--- config.mk ---
export PLATFORM = sky130hd
export DESIGN_NAME = spi_link_top
export DESIGN_NICKNAME = d
export VERILOG_FILES = /design/src/rtl/spi_pkg.sv /design/src/rtl/spi_link_top.sv /design/src/rtl/spi_master.sv /design/src/rtl/spi_regs.sv /design/src/rtl/spi_slave.sv
export VERILOG_INCLUDE_DIRS = /design/src /design/src/rtl
export SDC_FILE = /design/constraint.sdc
export NUM_CORES = 1
export LEC_CHECK = 0
export ABC_AREA = 1
export BUFFER_PORTS_ARGS = -buffer_cell sky130_fd_sc_hd__clkbuf_2
export CORE_ASPECT_RATIO = 0.9
export CORE_UTILIZATION = 60
export DETAILED_ROUTE_END_ITERATION = 7
export GPL_ROUTABILITY_DRIVEN = 0
export PLACE_DENSITY = 0.81
export SLEW_MARGIN = 20
export SYNTH_ARGS = -nofsm -noshare
export SYNTH_HDL_FRONTEND = slang
export SYNTH_SLANG_ARGS = --single-unit
--- constraint.sdc ---
create_clock -name sys_clk -period 3.6 [get_ports sys_clk]
set_input_delay 0 -clock sys_clk [delete_from_list [all_inputs] [get_ports sys_clk]]
set_output_delay 0 -clock sys_clk [all_outputs]
set_load 0.02 [all_outputs]
--- src/rtl/spi_params.svh ---
// Widths, register map and reset values shared by the SPI link.
// Included by the package and by every module that needs a constant.
`ifndef SPI_PARAMS_SVH
`define SPI_PARAMS_SVH

`define SPI_DATA_W   8      // one spi byte
`define SPI_DIV_W    16     // sclk divider width
`define WB_ADR_W     3      // wishbone word address
`define WB_DAT_W     16     // wishbone data word

`define SPI_DIV_RST  16'd49 // divider after reset
`define SPI_DIV_MIN  3      // lowest divider the slave can oversample

`define REG_CTRL     3'd0   // bit 0 cs_en
`define REG_DIV      3'd1   // sclk half-period minus one
`define REG_TXDATA   3'd2   // write starts a transfer
`define REG_RXDATA   3'd3   // read clears done
`define REG_STATUS   3'd4   // bit 0 busy, bit 1 done

`endif

--- src/rtl/spi_pkg.sv ---
// Shared vector types of the SPI link.
// Compile first; modules import it in their bodies.
`default_nettype none

`include "spi_params.svh"

package spi_pkg;

	// one byte on the spi wires
	typedef logic [`SPI_DATA_W-1:0] spi_data_t;

	// sclk half-period minus one, in sys_clk cycles
	typedef logic [`SPI_DIV_W-1:0] spi_div_t;

	// wishbone word address
	typedef logic [`WB_ADR_W-1:0] wb_adr_t;

	// wishbone data word
	typedef logic [`WB_DAT_W-1:0] wb_data_t;

endpackage

`default_nettype wire

--- src/rtl/spi_link_top.sv ---
// Top level of the SPI link with a Wishbone register port.
// Master and slave talk over internal wires; cs and sclk are brought out to watch.
`timescale 1ns/10ps
`default_nettype none

module spi_link_top #(
	parameter bit CPOL = 1'b1,   // shared by both ends
	parameter bit CPHA = 1'b1
) (
	input  logic               sys_clk,
	input  logic               arst_n,
	input  logic               wb_cyc,
	input  logic               wb_stb,
	input  logic               wb_we,
	input  spi_pkg::wb_adr_t   wb_adr,
	input  spi_pkg::wb_data_t  wb_wdata,
	output spi_pkg::wb_data_t  wb_rdata,
	output logic               wb_ack,
	input  spi_pkg::spi_data_t slave_tx,
	output spi_pkg::spi_data_t slave_rx,
	output logic               slave_rx_valid,
	output logic               spi_cs_n,
	output logic               spi_sclk
);
	import spi_pkg::*;

	logic      cs_ctrl;
	logic      wr_req;
	logic      wr_ack;
	logic      mosi;
	logic      miso;
	spi_div_t  clk_div_val;
	spi_data_t master_tx;    // txdata register to master
	spi_data_t master_rx;    // master result to rxdata

	spi_regs u_spi_regs (
		.sys_clk     (sys_clk),
		.arst_n      (arst_n),
		.wb_cyc      (wb_cyc),
		.wb_stb      (wb_stb),
		.wb_we       (wb_we),
		.wb_adr      (wb_adr),
		.wb_wdata    (wb_wdata),
		.wb_rdata    (wb_rdata),
		.wb_ack      (wb_ack),
		.cs_ctrl     (cs_ctrl),
		.clk_div_val (clk_div_val),
		.wr_req      (wr_req),
		.data_tx     (master_tx),
		.wr_ack      (wr_ack),
		.data_rx     (master_rx)
	);

	spi_master #(.CPOL(CPOL), .CPHA(CPHA)) u_spi_master (
		.sys_clk     (sys_clk),
		.arst_n      (arst_n),
		.cs_ctrl     (cs_ctrl),
		.clk_div_val (clk_div_val),
		.wr_req      (wr_req),
		.wr_ack      (wr_ack),
		.data_tx     (master_tx),
		.data_rx     (master_rx),
		.cs          (spi_cs_n),   // also the monitor output
		.sclk        (spi_sclk),
		.mosi        (mosi),
		.miso        (miso)
	);

	spi_slave #(.CPOL(CPOL), .CPHA(CPHA)) u_spi_slave (
		.sys_clk     (sys_clk),
		.arst_n      (arst_n),
		.cs          (spi_cs_n),
		.sclk        (spi_sclk),
		.mosi        (mosi),
		.miso        (miso),
		.data_tx     (slave_tx),
		.re_ack      (slave_rx_valid),
		.data_rx     (slave_rx)
	);

endmodule

`default_nettype wire

--- src/rtl/spi_master.sv ---
// SPI master for one full-duplex byte per request, MSB first.
// CPOL and CPHA pick the mode; clk_div_val sets the sclk half-period.
`timescale 1ns/10ps
`default_nettype none

`include "spi_params.svh"

module spi_master #(
	parameter bit CPOL = 1'b1,   // idle level of sclk
	parameter bit CPHA = 1'b1    // 0 samples on leading edge, 1 on trailing
) (
	input  logic               sys_clk,
	input  logic               arst_n,
	input  logic               cs_ctrl,
	input  spi_pkg::spi_div_t  clk_div_val,
	input  logic               wr_req,
	output logic               wr_ack,
	input  spi_pkg::spi_data_t data_tx,
	output spi_pkg::spi_data_t data_rx,
	output logic               cs,
	output logic               sclk,
	output logic               mosi,
	input  logic               miso
);
	import spi_pkg::*;

	localparam int                EDGE_W    = $clog2(2 * `SPI_DATA_W);
	localparam logic [EDGE_W-1:0] EDGE_LAST = EDGE_W'(2 * `SPI_DATA_W - 1);

	typedef enum logic [1:0] {
		ST_IDLE,    // waiting for wr_req
		ST_LEAD,    // cs setup before the first edge
		ST_SHIFT,   // sixteen sclk toggles
		ST_DONE     // cs hold, then ack
	} state_t;

	state_t            state;
	spi_div_t          div_cnt;     // half-period counter
	logic [EDGE_W-1:0] edge_cnt;    // even is leading, odd is trailing
	spi_data_t         tx_sr;
	spi_data_t         rx_sr;
	logic              tick;        // end of a half-period
	logic              in_shift;
	logic              samp_edge;
	logic              shift_edge;

	assign tick      = (div_cnt >= clk_div_val);
	assign in_shift  = (state == ST_SHIFT) && tick;
	assign samp_edge = in_shift && (edge_cnt[0] == CPHA);
	// first bit is already on mosi, so edge 0 never shifts
	assign shift_edge = in_shift && (edge_cnt[0] != CPHA) && (edge_cnt != '0);
	assign mosi       = tx_sr[`SPI_DATA_W-1];

	// divider runs only during a transfer
	always_ff @(posedge sys_clk or negedge arst_n) begin
		if (!arst_n)
			div_cnt <= '0;
		else if ((state == ST_IDLE) || tick)
			div_cnt <= '0;
		else
			div_cnt <= div_cnt + 1'b1;
	end

	// FSM and sclk generation
	always_ff @(posedge sys_clk or negedge arst_n) begin
		if (!arst_n) begin
			state    <= ST_IDLE;
			edge_cnt <= '0;
			sclk     <= CPOL;
			wr_ack   <= 1'b0;
		end else begin
			wr_ack <= 1'b0;
			case (state)
				ST_IDLE: begin
					if (wr_req)
						state <= ST_LEAD;
				end
				ST_LEAD: begin
					if (tick)
						state <= ST_SHIFT;
				end
				ST_SHIFT: begin
					if (tick) begin
						sclk     <= ~sclk;
						edge_cnt <= edge_cnt + 1'b1;   // wraps to 0 after last edge
						if (edge_cnt == EDGE_LAST)
							state <= ST_DONE;
					end
				end
				ST_DONE: begin
					if (tick) begin
						wr_ack <= 1'b1;                // data_rx valid with it
						state  <= ST_IDLE;
					end
				end
				default: state <= ST_IDLE;
			endcase
		end
	end

	// chip select, active low
	always_ff @(posedge sys_clk or negedge arst_n) begin
		if (!arst_n)
			cs <= 1'b1;
		else
			cs <= !(cs_ctrl || wr_req || (state != ST_IDLE));
	end

	// shift registers
	always_ff @(posedge sys_clk) begin
		if ((state == ST_IDLE) && wr_req)
			tx_sr <= data_tx;
		else if (shift_edge)
			tx_sr <= {tx_sr[`SPI_DATA_W-2:0], 1'b0};
		if (samp_edge)
			rx_sr <= {rx_sr[`SPI_DATA_W-2:0], miso};
		if ((state == ST_DONE) && tick)
			data_rx <= rx_sr;
	end

	// register block must hold requests while a transfer runs
	a_req_when_idle: assert property (
		@(posedge sys_clk) disable iff (!arst_n)
		wr_req |-> (state == ST_IDLE)
	) else $error("wr_req arrived while master busy");

endmodule

`default_nettype wire

--- src/rtl/spi_regs.sv ---
// Wishbone classic register block beside the SPI master.
// Holds CTRL, DIV and TXDATA, captures RXDATA and starts one transfer at a time.
`timescale 1ns/10ps
`default_nettype none

`include "spi_params.svh"

module spi_regs (
	input  logic               sys_clk,
	input  logic               arst_n,
	input  logic               wb_cyc,
	input  logic               wb_stb,
	input  logic               wb_we,
	input  spi_pkg::wb_adr_t   wb_adr,
	input  spi_pkg::wb_data_t  wb_wdata,
	output spi_pkg::wb_data_t  wb_rdata,
	output logic               wb_ack,
	output logic               cs_ctrl,
	output spi_pkg::spi_div_t  clk_div_val,
	output logic               wr_req,
	output spi_pkg::spi_data_t data_tx,
	input  logic               wr_ack,
	input  spi_pkg::spi_data_t data_rx
);
	import spi_pkg::*;

	logic      acc;    // first cycle of a bus access
	logic      tx_go;  // txdata write accepted
	logic      busy;   // request issued, no ack yet
	logic      done;   // sticky until rxdata read
	spi_data_t rx_q;   // last received byte

	assign acc   = wb_cyc && wb_stb && !wb_ack;
	assign tx_go = acc && wb_we && (wb_adr == `REG_TXDATA) && !busy;

	// control state
	always_ff @(posedge sys_clk or negedge arst_n) begin
		if (!arst_n) begin
			wb_ack      <= 1'b0;
			cs_ctrl     <= 1'b0;
			clk_div_val <= `SPI_DIV_RST;
			wr_req      <= 1'b0;
			busy        <= 1'b0;
			done        <= 1'b0;
		end else begin
			wb_ack <= acc;         // single-cycle ack
			wr_req <= tx_go;       // one pulse per accepted write
			if (acc && wb_we) begin
				case (wb_adr)
					`REG_CTRL: cs_ctrl     <= wb_wdata[0];
					`REG_DIV:  clk_div_val <= spi_div_t'(wb_wdata);
					default:   ;       // txdata handled by tx_go
				endcase
			end
			if (tx_go)
				busy <= 1'b1;
			if (acc && !wb_we && (wb_adr == `REG_RXDATA))
				done <= 1'b0;      // read of rxdata clears done
			if (wr_ack) begin
				busy <= 1'b0;
				done <= 1'b1;      // set wins over a same-cycle clear
			end
		end
	end

	// byte to send, stable while wr_req is high
	always_ff @(posedge sys_clk) begin
		if (tx_go)
			data_tx <= wb_wdata[`SPI_DATA_W-1:0];
		if (wr_ack)
			rx_q <= data_rx;       // master result
	end

	// read mux, registered so data lines up with wb_ack
	always_ff @(posedge sys_clk) begin
		if (acc) begin
			case (wb_adr)
				`REG_CTRL:   wb_rdata <= wb_data_t'(cs_ctrl);
				`REG_DIV:    wb_rdata <= wb_data_t'(clk_div_val);
				`REG_TXDATA: wb_rdata <= wb_data_t'(data_tx);
				`REG_RXDATA: wb_rdata <= wb_data_t'(rx_q);
				`REG_STATUS: wb_rdata <= wb_data_t'({done, busy});
				default:     wb_rdata <= '0;   // unmapped reads zero
			endcase
		end
	end

	// master acks only a request this block issued
	property p_ack_only_when_busy;
		@(posedge sys_clk) disable iff (!arst_n)
		wr_ack |-> busy;
	endproperty
	a_ack_only_when_busy: assert property (p_ack_only_when_busy)
		else $error("wr_ack arrived with no transfer pending");

endmodule

`default_nettype wire

--- src/rtl/spi_slave.sv ---
// SPI slave clocked by sys_clk that oversamples sclk, cs and mosi.
// Answers each byte with data_tx and pulses re_ack with the received byte.
`timescale 1ns/10ps
`default_nettype none

`include "spi_params.svh"

module spi_slave #(
	parameter bit CPOL = 1'b1,   // idle level of sclk
	parameter bit CPHA = 1'b1    // must match the master
) (
	input  logic               sys_clk,
	input  logic               arst_n,
	input  logic               cs,
	input  logic               sclk,
	input  logic               mosi,
	output logic               miso,
	input  spi_pkg::spi_data_t data_tx,
	output logic               re_ack,
	output spi_pkg::spi_data_t data_rx
);
	import spi_pkg::*;

	localparam int               BIT_W    = $clog2(`SPI_DATA_W);
	localparam logic [BIT_W-1:0] BIT_LAST = BIT_W'(`SPI_DATA_W - 1);

	logic [2:0]       sclk_s;     // two sync flops plus last value
	logic [2:0]       cs_s;
	logic [1:0]       mosi_s;
	logic             sclk_edge;
	logic             lead_edge;  // away from idle level
	logic             trail_edge; // back to idle level
	logic             cs_act;
	logic             cs_fall;
	logic             samp_stb;
	logic             shift_stb;
	logic [BIT_W-1:0] bit_cnt;
	spi_data_t        tx_sr;
	spi_data_t        rx_sr;

	always_ff @(posedge sys_clk or negedge arst_n) begin
		if (!arst_n) begin
			sclk_s <= {3{CPOL}};
			cs_s   <= '1;
			mosi_s <= '0;
		end else begin
			sclk_s <= {sclk_s[1:0], sclk};
			cs_s   <= {cs_s[1:0], cs};
			mosi_s <= {mosi_s[0], mosi};   // same delay as sclk_s[1]
		end
	end

	assign sclk_edge  = sclk_s[2] ^ sclk_s[1];
	assign lead_edge  = sclk_edge && (sclk_s[2] == CPOL);
	assign trail_edge = sclk_edge && (sclk_s[1] == CPOL);
	assign cs_act     = !cs_s[1];
	assign cs_fall    = cs_s[2] && !cs_s[1];
	assign samp_stb   = cs_act && (CPHA ? trail_edge : lead_edge);
	assign shift_stb  = cs_act && (CPHA ? lead_edge : trail_edge);
	assign miso       = tx_sr[`SPI_DATA_W-1];

	// bit counter and byte strobe
	always_ff @(posedge sys_clk or negedge arst_n) begin
		if (!arst_n) begin
			bit_cnt <= '0;
			re_ack  <= 1'b0;
		end else begin
			re_ack <= samp_stb && (bit_cnt == BIT_LAST);
			if (!cs_act)
				bit_cnt <= '0;                 // realign on deselect
			else if (samp_stb)
				bit_cnt <= bit_cnt + 1'b1;
		end
	end

	// reload at cs fall and on the first shift edge of each byte
	always_ff @(posedge sys_clk) begin
		if (cs_fall || (shift_stb && (bit_cnt == '0)))
			tx_sr <= data_tx;
		else if (shift_stb)
			tx_sr <= {tx_sr[`SPI_DATA_W-2:0], 1'b0};
		if (samp_stb)
			rx_sr <= {rx_sr[`SPI_DATA_W-2:0], mosi_s[1]};
		if (samp_stb && (bit_cnt == BIT_LAST))
			data_rx <= {rx_sr[`SPI_DATA_W-2:0], mosi_s[1]};
	end

	// a faster sclk than the divider floor breaks the oversampling
	a_sclk_spacing: assert property (
		@(posedge sys_clk) disable iff (!arst_n)
		sclk_edge |=> !sclk_edge [*(`SPI_DIV_MIN - 1)]
	) else $error("sclk edges too close for the slave synchronizer");

endmodule

`default_nettype wire

# Word level (Yosys, flattened, before mapping)
# Index checks and enable logic that the tools add are counted.
# classes
n_addsub	3
magnitude_cmp	1
n_eq_ne	14
mux	20
bitwise_logic	3
n_reduce_logical	43
# op_table
cell	count
one-hot mux 16 bit (5 select lines)	1
2-to-1 mux 8 bit	4
logical AND 1 bit	20
adder 16 x 1 -> 16 bit (second input constant)	1
>= comparator 16 bit	1
2-to-1 mux 16 bit	1
nonzero test 2 bit	6
2-to-1 mux 2 bit	5
one-hot mux 2 bit (4 select lines)	1
== test 3 x 2 -> 1 bit (second input constant)	2
== test 3 bit (second input constant)	2
zero test 3 bit	2
2-to-1 mux 1 bit	6
2-to-1 mux 3 bit	2
!= test 2 x 1 -> 1 bit (second input constant)	3
AND reduction 2 bit	3
zero test 1 bit	5
AND reduction 5 bit	1
adder 4 x 1 -> 4 bit (second input constant)	1
== test 2 bit (second input constant)	2
== test 4 bit (second input constant)	1
logical OR 1 bit	4
!= test 2 bit (second input constant)	2
nonzero test 4 bit	1
6 further kinds	7
# word_totals
reg_bits	137
inputBits	32
output_inout_bits	28
wordCells	110

# Depth between registers and ports, before layout
# logic_depth
ltp_word	7
mapped_depth	16

# Hierarchy
# From an unflattened synthesis, not the netlist that was laid out.
# hier_totals
hier_cells	531
area_unflattened_um2	5993.2
# modules_own_cells
module	instances	cells_per_inst	area_per_inst_um2
spi_master	1	252	2537.4
spi_regs	1	190	2130.8
spi_slave	1	89	1325.0

# Least setup slack after synthesis
# Ideal clock, no wire load.
# synth_timing
kind	reg2reg
start	reg u_spi_regs.clk_div_val[5]
end	reg u_spi_master.tx_sr[0] (enable)
setup_time_ns	0.384
t_arrival_ns	2.013
required_ns	3.216
slack_ns	1.203
stages_incl_launch_ff	10
synth_period_minus_slack_ns	2.397
cell_sequence	dfstp_2 inv_1 ha_1 a21oi_1 o21a_1 nand2_1 nand2_1 nand2_2 nand2_1 o21ai_0
# synth_via
elab_chain_cells	5
# synth_rtl
element	line	rtl
start, declared	spi_regs.sv:19	output spi_pkg::spi_div_t clk_div_val,
start signal, assigned	spi_regs.sv:41	clk_div_val <= `SPI_DIV_RST;
start signal, assigned	spi_regs.sv:51	`REG_DIV: clk_div_val <= spi_div_t'(wb_wdata);
>= comparator 16 bit	spi_master.sv:47	assign tick = (div_cnt >= clk_div_val);
logical AND 1 bit	spi_master.sv:48	assign in_shift = (state == ST_SHIFT) && tick;
logical AND 1 bit (2 in series)	spi_master.sv:51	assign shift_edge = in_shift && (edge_cnt[0] != CPHA) && (edge_cnt != '0);
nonzero test 2 bit (no source line)	-	
end signal, assigned	spi_master.sv:112	tx_sr <= data_tx;
end signal, assigned	spi_master.sv:114	tx_sr <= {tx_sr[`SPI_DATA_W-2:0], 1'b0};
end, declared	spi_master.sv:40	spi_data_t tx_sr;
# Every way passes these cells.
# A chain may end at the register's enable or synchronous reset.

# Worst setup path in the final report
# layout_timing
start	reg u_spi_regs.clk_div_val[5]
end	reg u_spi_master.rx_sr[7] (enable)
# layout_via
elab_chain_cells	3
# layout_rtl
element	line	rtl
>= comparator 16 bit	spi_master.sv:47	
logical AND 1 bit	spi_master.sv:48	
logical AND 1 bit	spi_master.sv:49	assign samp_edge = in_shift && (edge_cnt[0] == CPHA);
named net u_spi_master.samp_edge	spi_master.sv:44	logic samp_edge;
end signal, assigned	spi_master.sv:116	rx_sr <= {rx_sr[`SPI_DATA_W-2:0], miso};
end, declared	spi_master.sv:41	spi_data_t rx_sr;
# The timed path passes the listed nets, and every way through them passes these cells.

==> qor.csv <==
metric;value;unit
relative slew slack;40.4;%
Warnings, synthesis;0;
fin worst setup slack;1.06;ns
Wirelength per Cell;17.8;um
Die Ht;94.5;um
Num CTS Buffers;17;
count of final setup violators;0;
worst path arrival time;2.70;ns
Gate power share;14.3;%
largest net degree at the start of global routing;32;
gr usage total;27.8;%
Max stage delay cell, worst path;nor2_1;
Core Region;0.00917;mm^2
crit-path max cell delay;0.59;ns
IO Port Bufs;59;
Cells after DPL;658;
clock power share;41.4;%
Place WS;1.16;ns
Mapped Cells;478;
clock latency on the worst-skew pair;0.53;ns
Critical Path RT;3.75;ns
switch share;26.1;%
Rows;33;
Final min period;2.54;ns
internal power;0.00314;W
clock-pin slew on the worst setup and hold paths;0.06;ns
I/O pin total;60;
Seq pwr share;44.3;%
critical path's most frequent cell;nand2_1;
number of nets with antenna violations after routing;0;
Syn Area/Cell;11.9;um^2
router iterations before antenna repair;5;
share of cells above drive strength 1;22.7;%
library cells used by synthesis;42;
Power Total;0.00425;W
worst vdd ir;0.000336;V
setup_tns;0;ns
hpwl dp;7830;um
die width;105;um
Seq/Total Area, Yosys;67.2;%
DR vias/cell;5.56;
NumNets Final;645;
Layout Area Growth over Synthesis;24.0;%
drt drc;0;
RSZ-0062 raised after global routing;no;
Final Skew;0.00863;ns
routed via count;4014;
synthesized net count;536;
area of the mapped netlist;0.00571;mm^2
Seq cells post-synth;137;
initial antenna violation count;0;
TritonCTS clock tree;done;
grt total ovfl;0;
MaxCap Viol Count;0;
outcome;finished, final reports clean;
Slew @ Worst Pin;0.890;ns
drt initial violations;367;
Leakage;3.07;nW
max-slew violations;0;
fmax;393;MHz
DRT Wirelength;12900;um
Final Hold Vio Count;0;
CP Launch Type;flop;
first-pass GRT wire length;20200;um
Root Buffer;clkbuf_8;
clock sinks;137;
Initial Util;62.3;%
Post-Layout Cell Count;722;
H-tree depth;4;
Die Area;0.00991;mm^2
Power Dens Cells;601;mW/mm^2
sw power;0.00111;W
Critical Path Sink Type;flop;
CP Max Fanout;9;
worst min path class;input pin to flop;
Clock Tree Buf Depth;2;
CP Cell Sequence;inv_1, ha_1, a21oi_1, o21a_1, nand2_1, nand2_1, nand2_2, nand2_1, nor2_1;
vias in the first global route;3963;
final critical-path share of the clock period;70.6;%
final core occ;77.3;%
CP Class;flop to flop;
diode count;0;
-- cells by family after synthesis --
logic type | count (synthesis) | share of synthesized area, %
and+or+nand+nor | 175 | 14.4
DFF | 137 | 67.2
AOI/OAI and AO/OA | 63 | 6.36
adders and majority gates | 26 | 5.70
xor gates and xnor gates | 6 | 0.921
buffers and inverters | 67 | 4.60
muxes | 4 | 0.789
-- critical path, delay by kind of cell, from the launching register on --
kind | cells | cell delay (ns)
AO/OA/AOI/OAI | 2 | 0.23
adder cells (fa/ha/maj) | 1 | 0.33
buffers and inverters | 1 | 0.08
flip-flops | 1 | 0.51
AND/OR/NAND/NOR | 5 | 1.01
-- placed cells by master, fill, tap and decap left out, types with 16 or more instances in the layout --
cell type | Yosys | routed
nand2_1 | 96 | 96
edfxtp_1 | 79 | 79
clkbuf_2 | 0 | 59
inv_1 | 57 | 57
dfrtp_1 | 47 | 47
o21ai_0 | 33 | 33
dlygate4sd3_1 | 0 | 32
nor2_1 | 28 | 28
ha_1 | 26 | 26
clkbuf_16 | 0 | 16
-- synth_stat cells (all sizes together) --
master | count | area share (%)
a221oi | 1 | 0.15
o2111ai | 1 | 0.15
nor3b | 1 | 0.13
o21a | 1 | 0.13
ha | 26 | 5.7
dfstp | 11 | 5.1
nand3b | 1 | 0.13
buf | 4 | 0.46
a21o | 1 | 0.13
edfxtp | 79 | 42
clkbuf | 2 | 0.13
a21oi | 16 | 1.5
xnor2 | 3 | 0.46
o21ai | 34 | 3.0
inv | 61 | 4.0
o221ai | 4 | 0.61
or2 | 4 | 0.44
nor3 | 14 | 1.7
nand2 | 98 | 6.5
o21bai | 1 | 0.13
and2 | 2 | 0.22
a31oi | 1 | 0.11
xor2 | 3 | 0.46
o41ai | 1 | 0.15
nor4 | 2 | 0.22
nand3 | 16 | 2.0
nand4 | 1 | 0.11
nor2 | 36 | 3.0
mux2 | 4 | 0.79
o211ai | 2 | 0.26
dfrtp | 47 | 21
-- worst paths after layout --
check | startpoint | to | slack (ns) | cells past startpoint
setup / recovery | u_spi_regs.clk_div_val[5] | u_spi_master.rx_sr[7] | 1.06 | 9
hold / removal | wb_adr[2] | u_spi_regs.wb_rdata[1] | 0.05 | 3
setup reg to reg | u_spi_regs.clk_div_val[5] | u_spi_master.rx_sr[7] | 1.06 | 9
hold reg to reg | u_spi_slave.cs_s[0] | u_spi_slave.cs_s[1] | 0.36 | 0
max in group asynchronous | arst_n | u_spi_master.sclk | 2.61 | 3
min in group asynchronous | arst_n | u_spi_regs.wb_ack | 0.06 | 2
-- flip-flops by register name, summed over array words and instances (netlist names), 2 cells and up --
signal	flops
u_spi_slave.tx_sr	8
u_spi_slave.data_rx	8
u_spi_slave.sclk_s	3
u_spi_slave.cs_s	3
u_spi_regs.rx_q	8
u_spi_regs.data_tx	8
u_spi_master.tx_sr	8
u_spi_slave.bit_cnt	3
u_spi_slave.rx_sr	7
u_spi_master.edge_cnt	4
u_spi_regs.clk_div_val	16
u_spi_master.rx_sr	8
u_spi_master.state	2
u_spi_master.div_cnt	16
u_spi_master.data_rx	8
u_spi_slave.mosi_s	2
u_spi_regs.wb_rdata	16
-- layer usage --
metal	part of all wire (%)	wire length (um)	track usage [%]
met5	0	0	0
met2	52	6700	48.2
met3	6.5	837	6.14
met4	2.7	344	13.4
met1	39	4970	33.7
-- final cells by class --
type / instances / area [um^2]
fillers: 501 / 2080
well taps: 122 / 153
multi-input cells: 274 / 1610
repair buffers: 96 / 653
inverters: 61 / 229
flip-flops and latches: 137 / 3840
clock buffers: 19 / 422
clock inverters: 13 / 179
-- power by group through the flow --
stage               Combinational (W)  Clock (W)  Sequential (W)
finish                       0.000608    0.00176         0.00189
global route                 0.000685    0.00184         0.00190
CTS                          0.000596    0.00177         0.00188
detailed placement           0.000550          0         0.00191
global placement             0.000513          0         0.00190
floorplan                    0.000382          0         0.00191
-- metrics by stage --
step | area [um^2] | hold WS (ns)
2_1_floorplan | 5710 | -0.296
3_3_place_gp | 6160 | 0.0999
3_5_place_dp | 6160 | 0.0910
4_1_cts | 7080 | 0.0353
5_1_grt | 7080 | 0.0824
6_report | 7080 | 0.0528
-- what timing repair did --
action | in CTS | in global routing
hold buffers | 32 | 0
hold endpoints to repair | 64 | 0
buffers inserted | 0 | 0
setup endpoints to repair | 0 | 0
resized for setup | 0 | 0
No activity file was read; power rests on OpenSTA's default activity.
